==> src/source/periph_pkg.sv <==
// Peripheral subsystem package
// Address map, bus widths and register offsets shared by the
// decoder, interrupt controller, timers and GPIO port.

package periph_pkg;

    // Bus widths
    localparam int AddrWidth = 32;
    localparam int DataWidth = 32;

    // ------------------------------------------------------------
    // Address decode
    // ------------------------------------------------------------
    localparam int SlotMsb   = 15;
    localparam int SlotLsb   = 12;
    localparam int OffsMsb   = 11;
    localparam int OffsWidth = 10;

    localparam int SlotPlic  = 0;
    localparam int SlotTimer = 1;
    localparam int SlotGpio  = 2;

    localparam logic [DataWidth-1:0] ErrWord = 32'hDEADBEEF;

    // ------------------------------------------------------------
    // Interrupt controller
    // ------------------------------------------------------------
    localparam int PrioWidth  = 3;
    localparam int NumTargets = 2;

    localparam logic [OffsWidth-1:0] PlicPrioBase  = 10'h000;
    localparam logic [OffsWidth-1:0] PlicPendOffs  = 10'h040;
    localparam logic [OffsWidth-1:0] PlicEnBase    = 10'h080;
    localparam logic [OffsWidth-1:0] PlicThrBase   = 10'h100;
    localparam logic [OffsWidth-1:0] PlicClaimBase = 10'h140;

    // Timers, one window of TimerStride words each
    localparam int TimerStride  = 4;
    localparam int TmrCountOffs = 0;
    localparam int TmrCmpOffs   = 1;
    localparam int TmrCtrlOffs  = 2;

    // GPIO
    localparam int GpioLedOffs = 0;
    localparam int GpioSwOffs  = 1;
    localparam int GpioWidth   = 8;

    // Top level defaults
    localparam int DefTimerCnt  = 2;
    localparam int DefNumExtIrq = 2;

endpackage

==> src/source/apb_slot_decoder.sv <==
// APB slot decoder
// Picks a peripheral from the slot field of the address, hands the
// word offset to all of them and muxes back the read data. Empty
// slots answer with an error and a filler word.

`timescale 1ns/1ps

module apb_slot_decoder (
    input  logic                              psel_i,
    input  logic                              penable_i,
    input  logic [periph_pkg::AddrWidth-1:0]  paddr_i,
    input  logic [periph_pkg::DataWidth-1:0]  plic_rdata_i,
    input  logic [periph_pkg::DataWidth-1:0]  timer_rdata_i,
    input  logic [periph_pkg::DataWidth-1:0]  gpio_rdata_i,
    output logic                              plic_sel_o,
    output logic                              timer_sel_o,
    output logic                              gpio_sel_o,
    output logic [periph_pkg::OffsWidth-1:0]  offs_o,
    output logic [periph_pkg::DataWidth-1:0]  prdata_o,
    output logic                              pready_o,
    output logic                              pslverr_o
);
    import periph_pkg::*;

    logic [SlotMsb-SlotLsb:0] slot;
    logic                     slot_hit;

    assign slot   = paddr_i[SlotMsb:SlotLsb];
    assign offs_o = paddr_i[OffsMsb:OffsMsb-OffsWidth+1];

    // One select per populated slot
    assign plic_sel_o  = psel_i && (slot == SlotPlic);
    assign timer_sel_o = psel_i && (slot == SlotTimer);
    assign gpio_sel_o  = psel_i && (slot == SlotGpio);

    assign slot_hit = (slot == SlotPlic) || (slot == SlotTimer) || (slot == SlotGpio);

    // No wait states
    assign pready_o  = psel_i && penable_i;
    assign pslverr_o = pready_o && !slot_hit;

    always_comb begin
        if (slot == SlotPlic) begin
            prdata_o = plic_rdata_i;
        end else if (slot == SlotTimer) begin
            prdata_o = timer_rdata_i;
        end else if (slot == SlotGpio) begin
            prdata_o = gpio_rdata_i;
        end else begin
            prdata_o = ErrWord;
        end
    end

endmodule

==> src/source/gpio_port.sv <==
// GPIO port
// Writable LED register and a two-stage synchronizer for the
// DIP switch inputs.

`timescale 1ns/1ps

module gpio_port (
    input  logic                              clk_i,
    input  logic                              arst_n_i,
    input  logic                              sel_i,
    input  logic                              penable_i,
    input  logic                              pwrite_i,
    input  logic [periph_pkg::OffsWidth-1:0]  offs_i,
    input  logic [periph_pkg::DataWidth-1:0]  wdata_i,
    output logic [periph_pkg::DataWidth-1:0]  rdata_o,
    output logic [periph_pkg::GpioWidth-1:0]  leds_o,
    input  logic [periph_pkg::GpioWidth-1:0]  dip_switches_i
);
    import periph_pkg::*;

    logic [GpioWidth-1:0] led_q;
    logic [GpioWidth-1:0] sw_meta_q;
    logic [GpioWidth-1:0] sw_q;

    always_ff @(posedge clk_i or negedge arst_n_i) begin
        if (!arst_n_i) begin
            led_q     <= '0;
            sw_meta_q <= '0;
            sw_q      <= '0;
        end else begin
            sw_meta_q <= dip_switches_i;
            sw_q      <= sw_meta_q;
            if (sel_i && penable_i && pwrite_i && (offs_i == GpioLedOffs)) begin
                led_q <= wdata_i[GpioWidth-1:0];
            end
        end
    end

    assign leds_o = led_q;

    // Switch word is read-only
    always_comb begin
        rdata_o = '0;
        if (offs_i == GpioLedOffs) begin
            rdata_o = DataWidth'(led_q);
        end else if (offs_i == GpioSwOffs) begin
            rdata_o = DataWidth'(sw_q);
        end
    end

endmodule

==> src/source/periph_top.sv <==
// Peripheral subsystem top
// One APB slave port split into address slots for the interrupt
// controller, the compare timers and the LED/switch GPIO port.

`timescale 1ns/1ps

module periph_top #(
    parameter int TimerCnt  = periph_pkg::DefTimerCnt,
    parameter int NumExtIrq = periph_pkg::DefNumExtIrq
) (
    input  logic                               clk_i,
    input  logic                               arst_n_i,
    input  logic                               psel_i,
    input  logic                               penable_i,
    input  logic                               pwrite_i,
    input  logic [periph_pkg::AddrWidth-1:0]   paddr_i,
    input  logic [periph_pkg::DataWidth-1:0]   pwdata_i,
    output logic [periph_pkg::DataWidth-1:0]   prdata_o,
    output logic                               pready_o,
    output logic                               pslverr_o,
    input  logic [NumExtIrq-1:0]               ext_irq_i,
    output logic [periph_pkg::NumTargets-1:0]  irq_o,
    output logic [periph_pkg::GpioWidth-1:0]   leds_o,
    input  logic [periph_pkg::GpioWidth-1:0]   dip_switches_i
);
    import periph_pkg::*;

    logic                 plic_sel;
    logic                 timer_sel;
    logic                 gpio_sel;
    logic [OffsWidth-1:0] offs;
    logic [DataWidth-1:0] plic_rdata;
    logic [DataWidth-1:0] timer_rdata;
    logic [DataWidth-1:0] gpio_rdata;
    logic [TimerCnt-1:0]  timer_irq;

    apb_slot_decoder i_decoder (
        .psel_i        ( psel_i      ),
        .penable_i     ( penable_i   ),
        .paddr_i       ( paddr_i     ),
        .plic_rdata_i  ( plic_rdata  ),
        .timer_rdata_i ( timer_rdata ),
        .gpio_rdata_i  ( gpio_rdata  ),
        .plic_sel_o    ( plic_sel    ),
        .timer_sel_o   ( timer_sel   ),
        .gpio_sel_o    ( gpio_sel    ),
        .offs_o        ( offs        ),
        .prdata_o      ( prdata_o    ),
        .pready_o      ( pready_o    ),
        .pslverr_o     ( pslverr_o   )
    );

    plic_core #(
        .TimerCnt  ( TimerCnt  ),
        .NumExtIrq ( NumExtIrq )
    ) i_plic (
        .clk_i       ( clk_i      ),
        .arst_n_i    ( arst_n_i   ),
        .sel_i       ( plic_sel   ),
        .penable_i   ( penable_i  ),
        .pwrite_i    ( pwrite_i   ),
        .offs_i      ( offs       ),
        .wdata_i     ( pwdata_i   ),
        .rdata_o     ( plic_rdata ),
        .ext_irq_i   ( ext_irq_i  ),
        .timer_irq_i ( timer_irq  ),
        .irq_o       ( irq_o      )
    );

    timer_bank #(
        .TimerCnt ( TimerCnt )
    ) i_timers (
        .clk_i     ( clk_i       ),
        .arst_n_i  ( arst_n_i    ),
        .sel_i     ( timer_sel   ),
        .penable_i ( penable_i   ),
        .pwrite_i  ( pwrite_i    ),
        .offs_i    ( offs        ),
        .wdata_i   ( pwdata_i    ),
        .rdata_o   ( timer_rdata ),
        .irq_o     ( timer_irq   )
    );

    gpio_port i_gpio (
        .clk_i          ( clk_i          ),
        .arst_n_i       ( arst_n_i       ),
        .sel_i          ( gpio_sel       ),
        .penable_i      ( penable_i      ),
        .pwrite_i       ( pwrite_i       ),
        .offs_i         ( offs           ),
        .wdata_i        ( pwdata_i       ),
        .rdata_o        ( gpio_rdata     ),
        .leds_o         ( leds_o         ),
        .dip_switches_i ( dip_switches_i )
    );

endmodule

==> src/source/plic_core.sv <==
// Platform-level interrupt controller
// Level sources with a gateway, pending bit and priority each.
// Every target has its own enables and threshold and a claim/complete
// word; its irq line is registered.

`timescale 1ns/1ps

module plic_core #(
    parameter int TimerCnt  = periph_pkg::DefTimerCnt,
    parameter int NumExtIrq = periph_pkg::DefNumExtIrq
) (
    input  logic                               clk_i,
    input  logic                               arst_n_i,
    input  logic                               sel_i,
    input  logic                               penable_i,
    input  logic                               pwrite_i,
    input  logic [periph_pkg::OffsWidth-1:0]   offs_i,
    input  logic [periph_pkg::DataWidth-1:0]   wdata_i,
    output logic [periph_pkg::DataWidth-1:0]   rdata_o,
    input  logic [NumExtIrq-1:0]               ext_irq_i,
    input  logic [TimerCnt-1:0]                timer_irq_i,
    output logic [periph_pkg::NumTargets-1:0]  irq_o
);
    import periph_pkg::*;

    localparam int NumSources = NumExtIrq + TimerCnt;
    localparam int IdWidth    = $clog2(NumSources + 1);

    logic [NumSources:1]  src;
    logic [NumSources:1]  pend_q;
    logic [NumSources:1]  busy_q;
    logic [PrioWidth-1:0] prio_q [NumSources:1];
    logic [NumSources:1]  en_q [NumTargets];
    logic [PrioWidth-1:0] thr_q [NumTargets];
    logic [IdWidth-1:0]   claim_id [NumTargets];
    logic [NumSources:1]  claim_mask;
    logic [NumSources:1]  done_mask;
    logic                 wr_en;
    logic                 rd_en;

    // External lines take the low ids, timers follow
    assign src   = {timer_irq_i, ext_irq_i};
    assign wr_en = sel_i && penable_i && pwrite_i;
    assign rd_en = sel_i && penable_i && !pwrite_i;

    // ------------------------------------------------------------
    // Arbitration, lowest id wins a tie
    // ------------------------------------------------------------
    always_comb begin
        logic [PrioWidth-1:0] best_prio;
        for (int t = 0; t < NumTargets; t++) begin
            claim_id[t] = '0;
            best_prio   = thr_q[t];
            for (int s = 1; s <= NumSources; s++) begin
                if (pend_q[s] && en_q[t][s] && (prio_q[s] > best_prio)) begin
                    claim_id[t] = IdWidth'(s);
                    best_prio   = prio_q[s];
                end
            end
        end
    end

    // Gateway updates from claim reads and complete writes
    always_comb begin
        claim_mask = '0;
        done_mask  = '0;
        for (int t = 0; t < NumTargets; t++) begin
            for (int s = 1; s <= NumSources; s++) begin
                if (offs_i == PlicClaimBase + t) begin
                    if (rd_en && (claim_id[t] == s)) begin
                        claim_mask[s] = 1'b1;
                    end
                    if (wr_en && (wdata_i == s)) begin
                        done_mask[s] = 1'b1;
                    end
                end
            end
        end
    end

    // ------------------------------------------------------------
    // Register read
    // ------------------------------------------------------------
    always_comb begin
        rdata_o = '0;
        for (int s = 1; s <= NumSources; s++) begin
            if (offs_i == PlicPrioBase + s) begin
                rdata_o = DataWidth'(prio_q[s]);
            end
        end
        if (offs_i == PlicPendOffs) begin
            rdata_o = DataWidth'({pend_q, 1'b0});
        end
        for (int t = 0; t < NumTargets; t++) begin
            if (offs_i == PlicEnBase + t) begin
                rdata_o = DataWidth'({en_q[t], 1'b0});
            end
            if (offs_i == PlicThrBase + t) begin
                rdata_o = DataWidth'(thr_q[t]);
            end
            if (offs_i == PlicClaimBase + t) begin
                rdata_o = DataWidth'(claim_id[t]);
            end
        end
    end

    always_ff @(posedge clk_i or negedge arst_n_i) begin
        if (!arst_n_i) begin
            pend_q <= '0;
            busy_q <= '0;
            irq_o  <= '0;
            for (int s = 1; s <= NumSources; s++) begin
                prio_q[s] <= '0;
            end
            for (int t = 0; t < NumTargets; t++) begin
                en_q[t]  <= '0;
                thr_q[t] <= '0;
            end
        end else begin
            // A claim closes the gateway and drops the pending bit
            pend_q <= (pend_q | (src & ~busy_q)) & ~claim_mask;
            busy_q <= (busy_q | claim_mask) & ~done_mask;
            for (int t = 0; t < NumTargets; t++) begin
                irq_o[t] <= (claim_id[t] != '0);
            end
            if (wr_en) begin
                for (int s = 1; s <= NumSources; s++) begin
                    if (offs_i == PlicPrioBase + s) begin
                        prio_q[s] <= wdata_i[PrioWidth-1:0];
                    end
                end
                for (int t = 0; t < NumTargets; t++) begin
                    if (offs_i == PlicEnBase + t) begin
                        en_q[t] <= wdata_i[NumSources:1];
                    end
                    if (offs_i == PlicThrBase + t) begin
                        thr_q[t] <= wdata_i[PrioWidth-1:0];
                    end
                end
            end
        end
    end

endmodule

==> src/source/timer_bank.sv <==
// Compare timer bank
// Each timer counts up while enabled, wraps to zero after reaching
// its compare value and raises an interrupt level that holds until
// its control word is written.

`timescale 1ns/1ps

module timer_bank #(
    parameter int TimerCnt = periph_pkg::DefTimerCnt
) (
    input  logic                              clk_i,
    input  logic                              arst_n_i,
    input  logic                              sel_i,
    input  logic                              penable_i,
    input  logic                              pwrite_i,
    input  logic [periph_pkg::OffsWidth-1:0]  offs_i,
    input  logic [periph_pkg::DataWidth-1:0]  wdata_i,
    output logic [periph_pkg::DataWidth-1:0]  rdata_o,
    output logic [TimerCnt-1:0]               irq_o
);
    import periph_pkg::*;

    localparam int RegBits = $clog2(TimerStride);

    logic [DataWidth-1:0]         count_q [TimerCnt];
    logic [DataWidth-1:0]         cmp_q [TimerCnt];
    logic [TimerCnt-1:0]          en_q;
    logic [RegBits-1:0]           reg_sel;
    logic [OffsWidth-RegBits-1:0] tmr_sel;
    logic                         wr_en;

    // Upper offset bits pick the timer, lower bits the register
    assign reg_sel = offs_i[RegBits-1:0];
    assign tmr_sel = offs_i[OffsWidth-1:RegBits];
    assign wr_en   = sel_i && penable_i && pwrite_i;

    always_ff @(posedge clk_i or negedge arst_n_i) begin
        if (!arst_n_i) begin
            en_q  <= '0;
            irq_o <= '0;
            for (int i = 0; i < TimerCnt; i++) begin
                count_q[i] <= '0;
                cmp_q[i]   <= '0;
            end
        end else begin
            for (int i = 0; i < TimerCnt; i++) begin
                if (wr_en && (tmr_sel == i) && (reg_sel == TmrCountOffs)) begin
                    count_q[i] <= wdata_i;
                end else if (en_q[i]) begin
                    if (count_q[i] == cmp_q[i]) begin
                        count_q[i] <= '0;
                        irq_o[i]   <= 1'b1;
                    end else begin
                        count_q[i] <= count_q[i] + 1'b1;
                    end
                end
                if (wr_en && (tmr_sel == i) && (reg_sel == TmrCmpOffs)) begin
                    cmp_q[i] <= wdata_i;
                end
                // Control write also acknowledges the interrupt
                if (wr_en && (tmr_sel == i) && (reg_sel == TmrCtrlOffs)) begin
                    en_q[i]  <= wdata_i[0];
                    irq_o[i] <= 1'b0;
                end
            end
        end
    end

    always_comb begin
        rdata_o = '0;
        for (int i = 0; i < TimerCnt; i++) begin
            if (tmr_sel == i) begin
                if (reg_sel == TmrCountOffs) begin
                    rdata_o = count_q[i];
                end else if (reg_sel == TmrCmpOffs) begin
                    rdata_o = cmp_q[i];
                end else if (reg_sel == TmrCtrlOffs) begin
                    rdata_o = DataWidth'({irq_o[i], en_q[i]});
                end
            end
        end
    end

endmodule

==> config.mk <==
export PLATFORM = sky130hd
export DESIGN_NAME = periph_top
export DESIGN_NICKNAME = d
export VERILOG_FILES = /design/src/source/periph_pkg.sv /design/src/source/apb_slot_decoder.sv /design/src/source/gpio_port.sv /design/src/source/periph_top.sv /design/src/source/plic_core.sv /design/src/source/timer_bank.sv
export SDC_FILE = /design/constraint.sdc
export NUM_CORES = 1
export LEC_CHECK = 0
export BUFFER_PORTS_ARGS = -buffer_cell sky130_fd_sc_hd__buf_2
export CAP_MARGIN = 25
export CORE_AREA = 2 2 212 214
export CTS_BUF_LIST = sky130_fd_sc_hd__clkbuf_4 sky130_fd_sc_hd__clkbuf_8
export DETAILED_ROUTE_END_ITERATION = 10
export DIE_AREA = 0 0 214 216
export SLEW_MARGIN = 20
export SYNTH_ARGS = -nofsm -noshare
export SYNTH_HDL_FRONTEND = slang
export SYNTH_SLANG_ARGS = --single-unit
==> constraint.sdc <==
create_clock -name clk_i -period 8.8 [get_ports clk_i]
set_input_delay 1.76 -clock clk_i [delete_from_list [all_inputs] [get_ports clk_i]]
set_output_delay 1.76 -clock clk_i [all_outputs]
set_load 0.02 [all_outputs]
==> results.tsv, run 1 <==
stage	metric	value	unit
status	outcome	complete, no violations	
global_route	grt_pass1_wl	70600	um
finish	area_growth	10.6	%
global_route	grt_usage	19.9	%
clocking	clockRootBuffer	clkbuf_8	
clocking	cts_num_sinks	192	
clocking	cts_made_buffers	17	
synth	synthCells	1406	
setup_path	critPathCaptureType	output pin	
clocking	htree_levels	4	
route	drt.antenna.violating_nets	0	
clocking	cts_tree	yes	
setup_path	path_class	reg2out	
floorplan	rows	77	
global_route	grt_remaining_overflow	0	
setup_path	crit_buf_inv	2	
timing	grt_setup_unrepaired	no	
floorplan	dieArea	46200	sq um
finish	ff_latch_area	4800	sq um
finish	drive_above_1_share	23.0	%
synth	syn-cell-area	13100	sq um
timing	finalCriticalPeriod	8390	ps
setup_path	cp_max_fo	7	
placement	place_ws	511	ps
finish	multiInputGateArea	7700	sq um
route	avgViaCountPerCell	5.71	
synth	syn_avg_cell_area	9.29	sq um
clocking	clk_latency	520	ps
floorplan	die-height	216	um
setup_path	worstPathArrival	6630	ps
global_route	antenna_found_initial	0	
timing	worst_pin_slew	1040	ps
placement	gp_congestion	0.947	
setup_path	crit_top_cell	ha_1	
pwr	clockPowerShare	33.3	%
timing	max_freq	119	MHz
worst_hold_path	min_path_type	reg2reg	
synth	synth.net_count	1508	
route	vias	11700	
setup_path	crit_family	simple AND/OR/NAND/NOR gates	
finish	diodes	0	
global_route	grt_max_degree	92	
timing	finalHoldViolCount	0	
synth	async_reset_ff_share	100	%
route	drc	0	
pwr	total_power	1.76	mW
synth	yosys_warnings	0	
pwr	leakage	5.91	nW
timing	fin_ws	412	ps
finish	final_nets	1554	
clocking	cts_buffer_depth	2	
route	drt-total-wl	46100	um
pwr	vdd_drop_max	0.100	mV
placement	placement.io_buffers	104	
synth	ys_types	95	
pwr	power.switching	0.566	mW
placement	dp_hpwl	33700	um
timing	setup_viol	0	
setup_path	cpPeakStageDelay	590	ps
floorplan	floorplan.die.width	214	um
timing	min_period_over_period	95.3	%
synth	synth-main-ff-cell	dfrtp_1	
timing	maxSlewViolCount	0	
route	firstDrtPassIters	5	
synth	synth_edf_count	0	
timing	skew	20.3	ps
pwr	swShare	32.2	%
run	maxCapViolCount	0	
pwr	p_int	1.19	mW
route	avgRoutedWirePerCell	22.4	um
floorplan	coreArea	43800	sq um
global_route	grt_pass1_vias	11400	
pwr	seq_power_share	54.3	%
setup_path	slowest_stage	or4_4	
floorplan	io_pins	123	
timing	slew-limit-headroom	30.6	%
setup_path	start_kind	flip-flop	
timing	tns	0	ps
finish	fillCellCount	4560	
clocking	clkSlewWorstSetupHoldPaths	110	ps
synth	ys_seq_area_share	36.8	%
floorplan	start_util	29.8	%
route	drtIter0Drc	1077	
pwr	p_per_area	122	nW/um^2
synth	synth-seq-cells	192	
setup_path	cp_cell_sequence	inv_2, ha_1, nand3_1, o2111ai_2, or2_4, o21ai_2, ha_1, nor3_1, or4_1, a211o_1, nand4_2, mux2_2, ha_1, and3_1, or4_4, mux2_2, ha_1, nor2b_1, o311a_1, nand4_1, a21oi_1, or3_1, buf_2	
pwr	combPwrFrac	12.4	%
setup_path	crit_required	7040	ps
Yosys cell counts, drive strengths merged (14+ instances only):
cell type / n / area share (%)
a22oi: 18 / 1.0
a31oi: 31 / 1.5
inv: 24 / 0.69
nor4: 28 / 2.0
nand3: 45 / 1.8
and2: 15 / 0.72
nor2: 132 / 3.9
xnor2: 77 / 5.2
nand2: 96 / 2.8
and3: 17 / 0.81
a21oi: 85 / 3.3
ha: 23 / 2.2
mux2i: 33 / 2.5
nor2b: 14 / 0.67
or3: 14 / 0.67
dfrtp: 192 / 37
buf: 54 / 2.3
nand4: 40 / 2.1
clkbuf: 48 / 1.4
o21ai: 68 / 2.6
mux2: 124 / 11
nor3: 35 / 1.5
metal layers:
metal / up-vias / global-route usage, % / wire, um
met3: 53 / 4.30 / 3400
met2: 460 / 32.2 / 21200
met5: - / 0 / 0
met1: 5924 / 26.8 / 20500
li1: 5310 / - / -
met4: 0 / 5.24 / 988
stage by stage:
| step | utilization, % | std cells | hold slack (ps) | cell area, sq um |
|---|---|---|---|---|
| final | 32.9 | 2057 | 361 | 14400 |
| after global routing | 32.9 | 2057 | 372 | 14400 |
| after CTS | 32.8 | 2054 | 363 | 14400 |
| after detailed placement | 32.0 | 2022 | 337 | 14000 |
| after global placement | 31.9 | 2021 | 337 | 14000 |
| after floorplan | - | 1406 | 331 | 13100 |
cell usage in the layout (no fill, tap or decap), drive strengths merged, types with 18 or more instances in the layout:
master,instances
a22oi,18
buf,128
xnor2,77
nand2,96
nor4,28
nor3,35
clkbuf,19
mux2i,33
a21oi,85
o21ai,68
mux2,124
nand4,40
inv,30
nand3,45
ha,23
a31oi,31
nor2,132
dfrtp,192
final cells by class:
cell class / count / share of cell area (%)
Sequential cell: 192 / 33.3
Multi-Input combinational cell: 1087 / 53.3
Clock inverter: 14 / 0.867
Clock buffer: 18 / 1.72
Tap cell: 592 / 5.13
Inverter: 25 / 0.650
Timing Repair Buffer: 129 / 5.01
path summary, 6_finish.rpt:
check                                          from                  to  slack (ps)  depth (start not counted)
worst max register to register      i_plic.thr_q[5]    i_plic.pend_q[1]        2290                         24
worst min register to register  i_gpio.sw_meta_q[4]      i_gpio.sw_q[4]         360                          0
worst min-delay path            i_gpio.sw_meta_q[4]      i_gpio.sw_q[4]         360                          0
min in group asynchronous                  arst_n_i    i_plic.pend_q[1]        1310                          1
max in group asynchronous                  arst_n_i  i_timers.cmp_q[19]        6180                          2
worst max-delay path                i_plic.thr_q[5]         prdata_o[2]         410                         23
registers in the layout, indices dropped and copies added (netlist names):
name / flops
i_timers.count_q: 64
i_gpio.sw_meta_q: 8
i_timers.cmp_q: 64
i_plic.irq_o: 2
i_gpio.sw_q: 8
i_plic.en_q: 8
i_plic.pend_q: 4
i_timers.irq_o: 2
i_plic.thr_q: 6
i_plic.prio_q: 12
i_gpio.leds_o: 8
i_timers.en_q: 2
i_plic.busy_q: 4
power by group through the flow:
stage	registers [mW]	clock network (mW)	logic, mW
finish	0.955	0.586	0.218
global route	0.960	0.626	0.234
CTS	0.954	0.597	0.216
detailed placement	0.971	0	0.215
global placement	0.969	0	0.213
floorplan	0.934	0	0.149
repair_timing:
action | in CTS | in global routing
buffers inserted | 0 | 2
resized for setup | 1 | 9
hold buffers | 0 | 0
setup endpoints to repair | 2 | 3
hold endpoints to repair | 0 | 0
pin swaps | 0 | 1
logic make-up after synthesis:
| kind of cell | after synthesis | synth area share (%) |
|---|---|---|
| mux | 157 | 13.2 |
| buf+inv | 127 | 4.46 |
| flops | 192 | 36.8 |
| simple gates | 501 | 21.4 |
| fa+ha+maj | 23 | 2.20 |
| xor+xnor | 83 | 5.57 |
| compound gates | 323 | 16.3 |
Power figures use the tool's default switching activity.
==> run 2, diff against run 1 <==
--- a/config.mk
+++ b/config.mk
@@ -11,6 +11,7 @@
 export CTS_BUF_LIST = sky130_fd_sc_hd__clkbuf_4 sky130_fd_sc_hd__clkbuf_8
 export DETAILED_ROUTE_END_ITERATION = 10
 export DIE_AREA = 0 0 214 216
+export RECOVER_POWER = 100
 export SLEW_MARGIN = 20
 export SYNTH_ARGS = -nofsm -noshare
 export SYNTH_HDL_FRONTEND = slang
==> results.tsv, run 2 (synthesized netlist as in run 1, its figures left out) <==
stage	metric	value	unit	change
route	drt.antenna.violating_nets	0		unchanged
worst_hold_path	hold_depth	0		unchanged
route	vias	11800		was 11,700
pwr	p_int	1.19	mW	about the same
setup_path	r2r_cells	24		unchanged
route	avgRoutedWirePerCell	22.4	um	about the same
setup_path	crit_required	7040	ps	about the same
setup_path	reg2reg_from	i_plic.thr_q[5]		unchanged
finish	mostFrequentLayoutCells	dfrtp_1 (192), nor2_1 (129), mux2_2 (117)		was dfrtp_1 (192), nor2_1 (128), mux2_2 (117)
finish	area_growth	9.28	%	was 10.6%
timing	tns	0	ps	unchanged
finish	fillCellCount	4599		was 4,560
floorplan	dieArea	46200	sq um	unchanged
placement	placement.io_buffers	104		unchanged
global_route	antenna_found_initial	0		unchanged
setup_path	start_kind	flip-flop		unchanged
clocking	cts_made_buffers	17		unchanged
clocking	cts_tree	yes		unchanged
timing	finalCriticalPeriod	8380	ps	was 8390 ps
status	outcome	complete, but fails checks		was complete, no violations
placement	placedCellCount	2022		unchanged
finish	fin_cells	2057		unchanged
setup_path	cp_max_fo	7		unchanged
route	firstDrtPassIters	5		unchanged
timing	maxSlewViolCount	292		was 0
floorplan	floorplan.die.width	214	um	unchanged
setup_path	crit_start	i_plic.thr_q[5]		unchanged
floorplan	start_util	29.8	%	unchanged
timing	slew-limit-headroom	-249	%	was 30.6%
floorplan	die-height	216	um	unchanged
worst_hold_path	hp-start	i_gpio.sw_meta_q[4]		unchanged
route	drc	0		unchanged
setup_path	critPathCaptureType	output pin		unchanged
clocking	clkSlewWorstSetupHoldPaths	110	ps	about the same
pwr	clockPowerShare	33.4	%	was 33.3%
placement	gp_congestion	0.947		unchanged
finish	mostFrequentLayoutCell	dfrtp_1		unchanged
timing	grt_setup_unrepaired	no		unchanged
worst_hold_path	min_path_type	reg2reg		unchanged
clocking	cts_num_sinks	192		unchanged
timing	setup_viol	0		unchanged
global_route	grt_max_degree	92		unchanged
timing	min_period_over_period	95.2	%	was 95.3%
finish	reg_top3	i_timers.cmp_q x64, i_timers.count_q x64, i_plic.prio_q x12		unchanged
pwr	leakage	5.72	nW	was 5.91 nW
global_route	grt_usage	19.9	%	unchanged
timing	skew	19.9	ps	was 20.3 ps
placement	placed_area	14000	sq um	unchanged
finish	ff_latch_area	4800	sq um	unchanged
global_route	grt_remaining_overflow	0		unchanged
status	violations	capacitance limit, slew limit		
floorplan	rows	77		unchanged
clocking	htree_levels	4		unchanged
pwr	seq_power_share	54.5	%	was 54.3%
pwr	swShare	32.2	%	about the same
timing	worst_pin_slew	5240	ps	was 1040 ps
pwr	p_per_area	123	nW/um^2	was 122 nW/um^2
floorplan	coreArea	43800	sq um	unchanged
pwr	combPwrFrac	12.2	%	was 12.4%
setup_path	ff2ff_setup_slack	2270	ps	was 2290 ps
timing	max_freq	119	MHz	about the same
pwr	vdd_drop_max	0.0996	mV	was 0.100 mV
route	avgViaCountPerCell	5.74		was 5.71
finish	final_nets	1554		unchanged
clocking	cts_buffer_depth	2		unchanged
setup_path	worstPathArrival	6620	ps	was 6630 ps
route	drt-total-wl	46000	um	was 46,100 um
run	maxCapViolCount	7		was 0
setup_path	path_class	reg2out		unchanged
global_route	grt_pass1_wl	70600	um	unchanged
clocking	clk_latency	520	ps	about the same
clocking	clockRootBuffer	clkbuf_8		unchanged
finish	design_area	14300	sq um	was 14,400 sq um
worst_hold_path	hold_end	i_gpio.sw_q[4]		unchanged
setup_path	rr_endpoint	i_plic.pend_q[1]		unchanged
timing	finalHoldViolCount	0		unchanged
floorplan	io_pins	123		unchanged
clocking	hold_buffers	0		unchanged
route	drtIter0Drc	939		was 1,077
placement	dp_hpwl	33700	um	unchanged
finish	multiInputGateArea	7640	sq um	was 7700 sq um
pwr	power.switching	0.564	mW	was 0.566 mW
finish	diodes	0		unchanged
global_route	grt_pass1_vias	11400		unchanged
finish	drive_above_1_share	18.6	%	was 23.0%
==> run 2: cell types whose count changed in the layout (fill, tap and decap cells not counted), moves of 2 or more <==
| cell | delta |
|---|---|
| clkbuf_1 | +54 |
| buf_2 | -44 |
| buf_4 | -12 |
| o21ai_0 | +10 |
| o21ai_1 | -9 |
| clkbuf_2 | +3 |
| nand2_1 | +3 |
| nand2_2 | -3 |
| nor4_1 | +3 |
| nor4_2 | -2 |
==> run 2: what timing repair did <==
item / 4_1_cts / 5_1_grt
buffers inserted: 0 / 2
gates resized for setup: 1 / 9
pin swaps: 0 / 1
endpoints found under the setup margin: 2 / 3
==> run 2: cell type report <==
| class | instances | area share (%) |
|---|---|---|
| clock inverters | 14 | 0.877 |
| inverters | 25 | 0.658 |
| well taps | 592 | 5.19 |
| repair buffers | 129 | 4.30 |
| flip-flops and latches | 192 | 33.7 |
| clock buffers | 18 | 1.74 |
| multi-input cells | 1087 | 53.6 |
==> run 2: power groups by stage <==
| stage | clock, mW | combinational, mW | sequential [mW] |
|---|---|---|---|
| floorplan | 0 | 0.149 | 0.934 |
| global route | 0.626 | 0.228 | 0.961 |
| CTS | 0.597 | 0.216 | 0.954 |
| detailed placement | 0 | 0.215 | 0.971 |
| finish | 0.585 | 0.213 | 0.955 |
| global placement | 0 | 0.213 | 0.969 |
==> run 2: how the worst max path moves through the flow <==
stage / cells after the start / to
finish: 23 / prdata_o[2]
detailed placement: 24 / prdata_o[1]
global placement: 24 / prdata_o[1]
floorplan: 24 / prdata_o[1]
global route: 24 / prdata_o[1]
CTS: 24 / prdata_o[1]
==> run 2: metal layers <==
metal / routed length (um) / up-vias / global-route usage, %
met5: 0 / - / 0
met4: 1050 / 0 / 5.24
met3: 3620 / 61 / 4.30
met2: 21100 / 469 / 32.2
met1: 20200 / 5973 / 26.8
li1: - / 5303 / -
==> run 2: worst max-delay path, stage by stage, from the launching register on <==
cell	delay [ps]
dfrtp_1	390
inv_2	70
ha_1	330
nand3_1	110
o2111ai_2	190
or2_4	310
o21ai_2	140
ha_1	200
nor3_1	50
or4_1	530
a211o_1	320
nand4_2	170
mux2_2	370
ha_1	270
and3_1	190
or4_4	590
mux2_2	300
ha_1	290
nor2b_1	130
o311a_1	330
nand4_1	150
a21oi_1	70
or3_1	400
clkbuf_2	180
==> run 2: per-stage QoR <==
stage	total power [mW]	setup WS (ps)	util (%)	hold WS (ps)
final	1.75	418	32.5	361
after detailed placement	1.19	511	32.0	337
after CTS	1.77	0.915	32.8	363
after floorplan	1.08	981	-	331
after global routing	1.82	26.8	32.5	372
after global placement	1.18	517	31.9	337
